==> src/cnn_pkg.sv <==
package cnn_pkg;

    // serial timing
    localparam int CLKS_PER_BIT = 8;

    // layer sizes
    localparam int FEAT_LEN    = 16;
    localparam int NUM_CLASSES = 10;
    localparam int NUM_FILES   = 12;
    localparam int BIAS_FILE   = 11;
    localparam int ACC_W       = 20;

    typedef logic [7:0]  byte_t;
    typedef logic [15:0] file_idx_t;
    typedef logic [3:0]  class_t;

    // request header, ascii R
    localparam byte_t CMD_READ = 8'h52;

    typedef struct packed {
        logic  tx_en;
        byte_t tx_data;
    } ser_tx_t;

    typedef struct packed {
        logic  rx_rdy;
        byte_t rx_data;
    } ser_rx_t;

    // one payload byte on its way into storage
    typedef struct packed {
        logic       we;
        file_idx_t  file;
        logic [7:0] offset;
        byte_t      data;
    } load_wr_t;

    // payload bytes carried by a file
    function automatic logic [7:0] file_len(input file_idx_t idx);
        if (idx == file_idx_t'(BIAS_FILE)) begin
            return 8'(NUM_CLASSES);
        end
        return 8'(FEAT_LEN);
    endfunction

endpackage

==> src/dense_classifier.sv <==
`timescale 1ns/1ps

module dense_classifier (
    input  logic              clk,
    input  logic              reset,
    input  cnn_pkg::load_wr_t wr,
    input  logic              calc_start,
    output cnn_pkg::class_t   answer,
    output logic              number_valid
);
    import cnn_pkg::*;

    localparam int IDX_W = $clog2(FEAT_LEN);
    localparam logic [IDX_W-1:0]       K_LAST   = IDX_W'(FEAT_LEN - 1);
    localparam class_t                 CLS_LAST = class_t'(NUM_CLASSES - 1);
    localparam logic signed [ACC_W-1:0] ACC_MIN = {1'b1, {(ACC_W - 1){1'b0}}};

    typedef enum logic [1:0] {C_IDLE, C_MAC, C_CMP, C_DONE} calc_state_t;

    byte_t feat   [FEAT_LEN];
    byte_t weight [NUM_CLASSES][FEAT_LEN];
    byte_t bias   [NUM_CLASSES];

    calc_state_t             state;
    logic [IDX_W-1:0]        k;
    class_t                  cls;
    class_t                  row;
    logic signed [15:0]      prod;
    logic signed [ACC_W-1:0] acc;
    logic signed [ACC_W-1:0] score;
    logic signed [ACC_W-1:0] max_score;

    // files 1..10 map to weight rows 0..9
    assign row = class_t'(wr.file - 16'd1);

    always_ff @(posedge clk) begin
        if (wr.we) begin
            if (wr.file == '0) begin
                feat[wr.offset[IDX_W-1:0]] <= wr.data;
            end else if (wr.file == file_idx_t'(BIAS_FILE)) begin
                bias[wr.offset[3:0]] <= wr.data;
            end else begin
                weight[row][wr.offset[IDX_W-1:0]] <= wr.data;
            end
        end
    end

    assign prod  = $signed(feat[k]) * $signed(weight[cls][k]);
    assign score = acc + ACC_W'($signed(bias[cls]));

    always_ff @(posedge clk or posedge reset) begin
        if (reset) begin
            state        <= C_IDLE;
            k            <= '0;
            cls          <= '0;
            acc          <= '0;
            max_score    <= ACC_MIN;
            answer       <= '0;
            number_valid <= 1'b0;
        end else begin
            case (state)
                C_IDLE: begin
                    if (calc_start) begin
                        k         <= '0;
                        cls       <= '0;
                        acc       <= '0;
                        max_score <= ACC_MIN;
                        state     <= C_MAC;
                    end
                end
                // one product per cycle, k wraps back to 0
                C_MAC: begin
                    acc <= acc + ACC_W'(prod);
                    k   <= k + 1'b1;
                    if (k == K_LAST) begin
                        state <= C_CMP;
                    end
                end
                C_CMP: begin
                    // strict compare so ties keep the lower class
                    if (score > max_score) begin
                        max_score <= score;
                        answer    <= cls;
                    end
                    acc <= '0;
                    if (cls == CLS_LAST) begin
                        number_valid <= 1'b1;
                        state        <= C_DONE;
                    end else begin
                        cls   <= cls + 1'b1;
                        state <= C_MAC;
                    end
                end
                // result held until reset
                C_DONE:  state <= C_DONE;
                default: state <= C_IDLE;
            endcase
        end
    end

endmodule

==> src/digit_top.sv <==
`timescale 1ns/1ps

module digit_top (
    input  logic            clk,
    input  logic            reset,
    input  logic            rx,
    output logic            tx,
    output cnn_pkg::class_t answer,
    output logic            number_valid
);
    import cnn_pkg::*;

    typedef enum logic [1:0] {SEQ_LOAD, SEQ_WAIT, SEQ_CALC, SEQ_END} seq_state_t;

    seq_state_t seq_state;
    file_idx_t  cur_file;
    ser_tx_t    tx_req;
    logic       tx_busy;
    ser_rx_t    rx_byte;
    load_wr_t   wr;
    logic       load_start;
    logic       load_done;
    logic       calc_start;

    uart_link u_uart (
        .clk     (clk),
        .reset   (reset),
        .rx      (rx),
        .tx      (tx),
        .tx_req  (tx_req),
        .tx_busy (tx_busy),
        .rx_out  (rx_byte)
    );

    file_loader u_loader (
        .clk        (clk),
        .reset      (reset),
        .load_start (load_start),
        .load_file  (cur_file),
        .load_done  (load_done),
        .tx_req     (tx_req),
        .tx_busy    (tx_busy),
        .rx_in      (rx_byte),
        .wr         (wr)
    );

    dense_classifier u_dense (
        .clk          (clk),
        .reset        (reset),
        .wr           (wr),
        .calc_start   (calc_start),
        .answer       (answer),
        .number_valid (number_valid)
    );

    // loader is back in idle the cycle after load_done
    assign load_start = (seq_state == SEQ_LOAD);
    assign calc_start = (seq_state == SEQ_CALC);

    always_ff @(posedge clk or posedge reset) begin
        if (reset) begin
            seq_state <= SEQ_LOAD;
            cur_file  <= '0;
        end else begin
            case (seq_state)
                SEQ_LOAD: seq_state <= SEQ_WAIT;
                SEQ_WAIT: begin
                    if (load_done) begin
                        if (cur_file == file_idx_t'(NUM_FILES - 1)) begin
                            seq_state <= SEQ_CALC;
                        end else begin
                            cur_file  <= cur_file + 16'd1;
                            seq_state <= SEQ_LOAD;
                        end
                    end
                end
                SEQ_CALC: seq_state <= SEQ_END;
                default:  seq_state <= SEQ_END;
            endcase
        end
    end

endmodule

==> src/file_loader.sv <==
`timescale 1ns/1ps

module file_loader (
    input  logic               clk,
    input  logic               reset,
    input  logic               load_start,
    input  cnn_pkg::file_idx_t load_file,
    output logic               load_done,
    output cnn_pkg::ser_tx_t   tx_req,
    input  logic               tx_busy,
    input  cnn_pkg::ser_rx_t   rx_in,
    output cnn_pkg::load_wr_t  wr
);
    import cnn_pkg::*;

    typedef enum logic [2:0] {
        L_IDLE,
        L_HEAD,
        L_IDX_LO,
        L_IDX_HI,
        L_RECV,
        L_DONE
    } load_state_t;

    load_state_t state;
    file_idx_t   file_q;
    logic [7:0]  byte_cnt;
    logic [7:0]  last_cnt;
    logic        rx_take;

    assign last_cnt  = file_len(file_q) - 8'd1;
    assign rx_take   = (state == L_RECV) && rx_in.rx_rdy;
    assign load_done = (state == L_DONE);

    // request bytes, held until the link takes them
    always_comb begin
        tx_req = '0;
        case (state)
            L_HEAD: begin
                tx_req.tx_en   = 1'b1;
                tx_req.tx_data = CMD_READ;
            end
            L_IDX_LO: begin
                tx_req.tx_en   = 1'b1;
                tx_req.tx_data = file_q[7:0];
            end
            L_IDX_HI: begin
                tx_req.tx_en   = 1'b1;
                tx_req.tx_data = file_q[15:8];
            end
            default: tx_req = '0;
        endcase
    end

    always_comb begin
        wr.we     = rx_take;
        wr.file   = file_q;
        wr.offset = byte_cnt;
        wr.data   = rx_in.rx_data;
    end

    always_ff @(posedge clk or posedge reset) begin
        if (reset) begin
            state    <= L_IDLE;
            file_q   <= '0;
            byte_cnt <= '0;
        end else begin
            case (state)
                L_IDLE: begin
                    if (load_start) begin
                        file_q   <= load_file;
                        byte_cnt <= '0;
                        state    <= L_HEAD;
                    end
                end
                // busy goes high the edge after a byte is taken
                L_HEAD:   if (!tx_busy) state <= L_IDX_LO;
                L_IDX_LO: if (!tx_busy) state <= L_IDX_HI;
                L_IDX_HI: if (!tx_busy) state <= L_RECV;
                L_RECV: begin
                    if (rx_take) begin
                        byte_cnt <= byte_cnt + 8'd1;
                        if (byte_cnt == last_cnt) begin
                            state <= L_DONE;
                        end
                    end
                end
                L_DONE:  state <= L_IDLE;
                default: state <= L_IDLE;
            endcase
        end
    end

endmodule

==> src/uart_link.sv <==
`timescale 1ns/1ps

module uart_link (
    input  logic             clk,
    input  logic             reset,
    input  logic             rx,
    output logic             tx,
    input  cnn_pkg::ser_tx_t tx_req,
    output logic             tx_busy,
    output cnn_pkg::ser_rx_t rx_out
);
    import cnn_pkg::*;

    localparam int CNT_W = $clog2(CLKS_PER_BIT);
    localparam logic [CNT_W-1:0] BIT_END  = CNT_W'(CLKS_PER_BIT - 1);
    localparam logic [CNT_W-1:0] HALF_END = CNT_W'(CLKS_PER_BIT / 2 - 1);

    typedef enum logic [1:0] {RX_IDLE, RX_START, RX_DATA, RX_STOP} rx_state_t;

    logic [9:0]       tx_shift;
    logic [3:0]       tx_bits;
    logic [CNT_W-1:0] tx_cnt;

    logic             rx_meta;
    logic             rx_s;
    logic             rx_prev;
    rx_state_t        rx_state;
    logic [CNT_W-1:0] rx_cnt;
    logic [2:0]       rx_bits;
    byte_t            rx_shift;

    // line idles high since the shifter refills with ones
    assign tx = tx_shift[0];

    always_ff @(posedge clk or posedge reset) begin
        if (reset) begin
            tx_shift <= '1;
            tx_bits  <= '0;
            tx_cnt   <= '0;
            tx_busy  <= 1'b0;
        end else if (!tx_busy) begin
            if (tx_req.tx_en) begin
                // stop bit, data lsb first, start bit
                tx_shift <= {1'b1, tx_req.tx_data, 1'b0};
                tx_bits  <= '0;
                tx_cnt   <= '0;
                tx_busy  <= 1'b1;
            end
        end else if (tx_cnt == BIT_END) begin
            tx_cnt   <= '0;
            tx_shift <= {1'b1, tx_shift[9:1]};
            tx_bits  <= tx_bits + 4'd1;
            if (tx_bits == 4'd9) begin
                tx_busy <= 1'b0;
            end
        end else begin
            tx_cnt <= tx_cnt + 1'b1;
        end
    end

    // two-flop sync plus one stage for edge detect
    always_ff @(posedge clk or posedge reset) begin
        if (reset) begin
            rx_meta <= 1'b1;
            rx_s    <= 1'b1;
            rx_prev <= 1'b1;
        end else begin
            rx_meta <= rx;
            rx_s    <= rx_meta;
            rx_prev <= rx_s;
        end
    end

    always_ff @(posedge clk or posedge reset) begin
        if (reset) begin
            rx_state <= RX_IDLE;
            rx_cnt   <= '0;
            rx_bits  <= '0;
            rx_shift <= '0;
            rx_out   <= '0;
        end else begin
            rx_out.rx_rdy <= 1'b0;
            case (rx_state)
                RX_IDLE: begin
                    if (rx_prev && !rx_s) begin
                        rx_cnt   <= '0;
                        rx_state <= RX_START;
                    end
                end
                RX_START: begin
                    if (rx_cnt == HALF_END) begin
                        rx_cnt   <= '0;
                        rx_bits  <= '0;
                        // glitch, not a real start bit
                        rx_state <= rx_s ? RX_IDLE : RX_DATA;
                    end else begin
                        rx_cnt <= rx_cnt + 1'b1;
                    end
                end
                RX_DATA: begin
                    if (rx_cnt == BIT_END) begin
                        rx_cnt   <= '0;
                        rx_shift <= {rx_s, rx_shift[7:1]};
                        rx_bits  <= rx_bits + 3'd1;
                        if (rx_bits == 3'd7) begin
                            rx_state <= RX_STOP;
                        end
                    end else begin
                        rx_cnt <= rx_cnt + 1'b1;
                    end
                end
                RX_STOP: begin
                    if (rx_cnt == BIT_END) begin
                        rx_cnt         <= '0;
                        rx_out.rx_rdy  <= rx_s;
                        rx_out.rx_data <= rx_shift;
                        rx_state       <= RX_IDLE;
                    end else begin
                        rx_cnt <= rx_cnt + 1'b1;
                    end
                end
                default: rx_state <= RX_IDLE;
            endcase
        end
    end

endmodule
==> config.mk <==
export PLATFORM = sky130hd
export DESIGN_NAME = digit_top
export DESIGN_NICKNAME = d
export VERILOG_FILES = /design/src/cnn_pkg.sv /design/src/dense_classifier.sv /design/src/digit_top.sv /design/src/file_loader.sv /design/src/uart_link.sv
export SDC_FILE = /design/constraint.sdc
export NUM_CORES = 2
export LEC_CHECK = 0
export ABC_AREA = 1
export BUFFER_PORTS_ARGS = -buffer_cell sky130_fd_sc_hd__buf_2
export CORE_ASPECT_RATIO = 1.5
export CORE_MARGIN = 2
export CORE_UTILIZATION = 40
export CTS_CLUSTER_DIAMETER = 60
export DETAILED_ROUTE_END_ITERATION = 8
export PLACE_DENSITY = 0.5
export RECOVER_POWER = 50
export SLEW_MARGIN = 10
export SYNTH_ARGS = -nofsm -noshare
export SYNTH_HDL_FRONTEND = slang
export SYNTH_SLANG_ARGS = --single-unit
export TNS_END_PERCENT = 50
==> constraint.sdc <==
create_clock -name clk -period 13.2 [get_ports clk]
set_clock_uncertainty 0.2 [all_clocks]
set_input_delay 0.66 -clock clk [delete_from_list [all_inputs] [get_ports clk]]
set_output_delay 0.66 -clock clk [all_outputs]
set_load 0.05 [all_outputs]
==> insert_results.sql <==
INSERT INTO impl_metrics (metric_group, metric, value, unit) VALUES
('timing', 'final_count_of_negative_setup_slack_endpoints', '0', ''),
('clock_tree', 'numCtsBuffers', '169', ''),
('floorplanning', 'rows', '191', ''),
('power', 'leak_pwr', '28.5', 'nW'),
('detailed_routing', 'avgViaCountPerCell', '5.27', ''),
('floorplanning', 'floorplan.initialDensity', '0.402', ''),
('worst_setup_path', 'cp_data_arrival_time', '10770', 'ps'),
('hold_path', 'hold_path_startpoint', 'u_uart.rx_meta$_DFF_PP1_', ''),
('synthesis', 'synth_compound_gate_area_share', '0.0610', ''),
('floorplanning', 'die-height', '525', 'um'),
('synthesis', 'synthesis.area_per_instance', '11.0', 'um2'),
('floorplanning', 'dieArea', '185000', 'um2'),
('power', 'total_power', '10.2', 'mW'),
('cells_and_area', 'final_nets', '6681', ''),
('global_routing', 'largest_net_degree_at_the_start_of_global_routing', '159', ''),
('synthesis', 'synth_top_family_by_area', 'simple AND/OR/NAND/NOR gates', ''),
('synthesis', 'synth_xor_area_frac', '0.00520', ''),
('synthesis', 'postSynthCellCount', '6574', ''),
('synthesis', 'synth_area_leader_cell', 'sky130_fd_sc_hd__edfxtp_1', ''),
('synthesis', 'post_synth_instance_area', '72500', 'um2'),
('detailed_routing', 'detail_route.wirelength', '206', 'mm'),
('clock_tree', 'worstSkewPairLatency', '830', 'ps'),
('timing', 'timing.final.hold_violations', '0', ''),
('detailed_routing', 'count_of_unresolved_drc_violations_after_routing', '0', ''),
('timing', 'worstMarginPinSlew', '6570', 'ps'),
('synthesis', 'post-synth-top-area-fraction', '0.616', ''),
('worst_setup_path', 'setup.worst_path.class', 'flop to flop', ''),
('worst_setup_path', 'worst-endpoint-required', '13690', 'ps'),
('timing', 'period_share', '0.778', ''),
('synthesis', 'synth.area.top_cells', 'sky130_fd_sc_hd__edfxtp_1, sky130_fd_sc_hd__nand2_1, sky130_fd_sc_hd__nor2_1', ''),
('floorplanning', 'coreArea', '180000', 'um2'),
('synthesis', 'synth_flop_cell', 'sky130_fd_sc_hd__edfxtp_1', ''),
('timing', 'timing.slew.headroom', '-3.38', ''),
('placed_design', 'io_buffer_count', '8', ''),
('flow_run', 'max-cap-violations', '24', ''),
('worst_setup_path', 'timing.critical_path.from', 'u_dense.k[1]$_DFFE_PP0P_', ''),
('hold_path', 'hold_path.class', 'flop to flop', ''),
('detailed_routing', 'postRouteAntennaNets', '0', ''),
('synthesis', 'synth.area.mux_share', '0.000311', ''),
('synthesis', 'cell_variety_after_synth', '60', ''),
('clock_tree', 'clock-root-buffer', 'sky130_fd_sc_hd__clkbuf_16', ''),
('cells_and_area', 'fillCellCount', '16900', ''),
('floorplanning', 'pin_count', '9', ''),
('clock_tree', 'clk_pin_slew_worst_paths', '60', 'ps'),
('worst_setup_path', 'critical_path.top_delay_family', 'buffers and inverters', ''),
('timing', 'max_freq', '97.3', 'MHz'),
('clock_tree', 'clock_sinks', '1633', ''),
('worst_setup_path', 'crit-reg2reg-launch', 'u_dense.k[1]$_DFFE_PP0P_', ''),
('worst_setup_path', 'critical-path-max-stage-delay', '1770', 'ps'),
('detailed_routing', 'dr.first_iter.drc_count', '3768', ''),
('global_routing', 'grt_overflow', '0', ''),
('power', 'worst_ir_drop_vdd', '0.0000911', 'V'),
('global_routing', 'grt_usage', '0.221', ''),
('timing', 'final-max-slew-violation-count', '1549', ''),
('synthesis', 'yosys_warnings', '0', ''),
('global_routing', 'global_route_wire_length_before_repair', '307', 'mm'),
('cells_and_area', 'area_delta_synth_final', '9.70', '%'),
('synthesis', 'synth.yosys.seq_area_share', '0.667', ''),
('placed_design', 'hpwlAfterDp', '123', 'mm'),
('worst_setup_path', 'crit_slowest_cell', 'sky130_fd_sc_hd__clkbuf_1', ''),
('synthesis', 'synth_commonest_cells', 'sky130_fd_sc_hd__edfxtp_1, sky130_fd_sc_hd__nand2_1, sky130_fd_sc_hd__nor2_1, sky130_fd_sc_hd__nand3_1, sky130_fd_sc_hd__o21ai_0', ''),
('worst_setup_path', 'endpoint_kind', 'flop', ''),
('outcome', 'failing_checks', 'max-capacitance violations, max-slew violations', ''),
('global_routing', 'number_of_global_route_vias_before_repair', '47300', ''),
('clock_tree', 'cts_tree', 'built', ''),
('timing', 'period_minus_slack', '10270', 'ps'),
('synthesis', 'synthMostInstantiatedCell', 'sky130_fd_sc_hd__edfxtp_1', ''),
('outcome', 'run_status', 'complete, but fails checks', ''),
('detailed_routing', 'wl_per_cell', '22.8', 'um'),
('clock_tree', 'post_cts.repair.setup_buffers', '0', ''),
('timing', 'grt_setup_unrepaired', 'no', '');
repair_timing:
item,in CTS,in global routing
hold buffers,2,0
resized for setup,0,0
hold endpoints to repair,74,0
kinds of logic (layout without fill, tap and decap cells):
logic type | Yosys count | count (layout)
buffers and inverters | 748 | 784
multiplexers | 2 | 2
adder cells (fa/ha/maj) | 197 | 197
AO/OA/AOI/OAI | 806 | 806
XOR/XNOR | 43 | 43
other | 0 | 3
AND/OR/NAND/NOR | 3145 | 3145
flip-flops | 1633 | 1633
final timing paths:
kind,to,slack [ps],cells after the start
setup / recovery,u_dense.acc[14]$_DFFE_PP0P_,2930,29
hold / removal,u_uart.rx_s$_DFF_PP1_,160,0
setup reg to reg,u_dense.acc[14]$_DFFE_PP0P_,2930,29
hold reg to reg,u_uart.rx_s$_DFF_PP1_,160,0
max in group asynchronous,u_dense.cls[2]$_DFFE_PP0P_,6020,4
min in group asynchronous,u_uart.rx_bits[1]$_DFFE_PP0P_,1370,3
per-stage QoR:
stage | hold slack, ps | std cells | util | setup slack, ps | instance area (um2)
floorplan | 145 | 6574 | - | 7020 | 72500
global placement | 150 | 8720 | 0.413 | 4540 | 74500
detailed placement | 149 | 8720 | 0.413 | 4540 | 74500
CTS | 158 | 9022 | 0.442 | 4510 | 79600
global route | 158 | 9024 | 0.441 | 2610 | 79500
finish | 157 | 9025 | 0.441 | 2930 | 79500
registers in the layout (all words and copies together) (netlist names), 4 cells and up, named ones only:
signal	count
u_dense.acc	20
u_dense.feat	128
u_dense.weight	1280
u_uart.rx_out	9
u_loader.byte_cnt	8
u_loader.file_q	16
cur_file	16
u_uart.rx_shift	8
u_dense.bias	80
u_uart.tx_shift	9
u_uart.tx_bits	4
u_dense.cls	4
u_dense.k	4
u_dense.max_score	20
u_dense.answer	4
cell type report:
type                            instances  area (um2)  share of cell area
Antenna cell                            3        7.51           0.0000944
Clock buffer                          224        4580              0.0576
Clock inverter                         76         564             0.00710
Inverter                              399        1530              0.0192
Multi-Input combinational cell       4193       20900               0.263
Sequential cell                      1633       48300               0.608
Tap cell                             2412        3020              0.0380
Timing Repair Buffer                   85         594             0.00747
power by group:
part	switching (mW)	total, mW	internal (mW)	leakage, nW
clock network	1.99	4.58	2.59	2.52
logic	0.0383	0.0531	0.0148	12.1
registers	0.00399	5.57	5.57	13.9
layer usage:
layer / global-route usage / wire length [um] / share of wire
met5: 0 / 0 / 0
met4: 0.0805 / 8020 / 0.039
met3: 0.0225 / 7770 / 0.038
met2: 0.401 / 108000 / 0.53
met1: 0.271 / 81600 / 0.40
layout by cell type (no fill, tap or decap), types with 12 or more instances in the layout:
cell,synthesis,layout
sky130_fd_sc_hd__edfxtp_1,1488,1488
sky130_fd_sc_hd__nand2_1,1452,1452
sky130_fd_sc_hd__nor2_1,923,923
sky130_fd_sc_hd__nand3_1,664,664
sky130_fd_sc_hd__o21ai_0,479,479
sky130_fd_sc_hd__inv_1,386,384
sky130_fd_sc_hd__clkbuf_16,0,175
sky130_fd_sc_hd__a21oi_1,147,147
sky130_fd_sc_hd__dfrtp_1,132,128
sky130_fd_sc_hd__ha_1,108,108
sky130_fd_sc_hd__fa_1,89,89
sky130_fd_sc_hd__clkbuf_1,104,76
sky130_fd_sc_hd__buf_4,31,48
sky130_fd_sc_hd__o211ai_1,45,45
sky130_fd_sc_hd__clkinv_1,6,39
sky130_fd_sc_hd__o21ai_1,33,33
sky130_fd_sc_hd__xor2_1,31,31
sky130_fd_sc_hd__o22ai_1,29,29
sky130_fd_sc_hd__nand4_1,28,28
sky130_fd_sc_hd__nor3_1,26,26
sky130_fd_sc_hd__clkinv_2,0,26
sky130_fd_sc_hd__nand2_2,18,18
sky130_fd_sc_hd__o221ai_1,15,15
sky130_fd_sc_hd__dfstp_2,13,13
sky130_fd_sc_hd__xnor2_1,12,12
No activity file was read; power rests on OpenSTA's default activity.
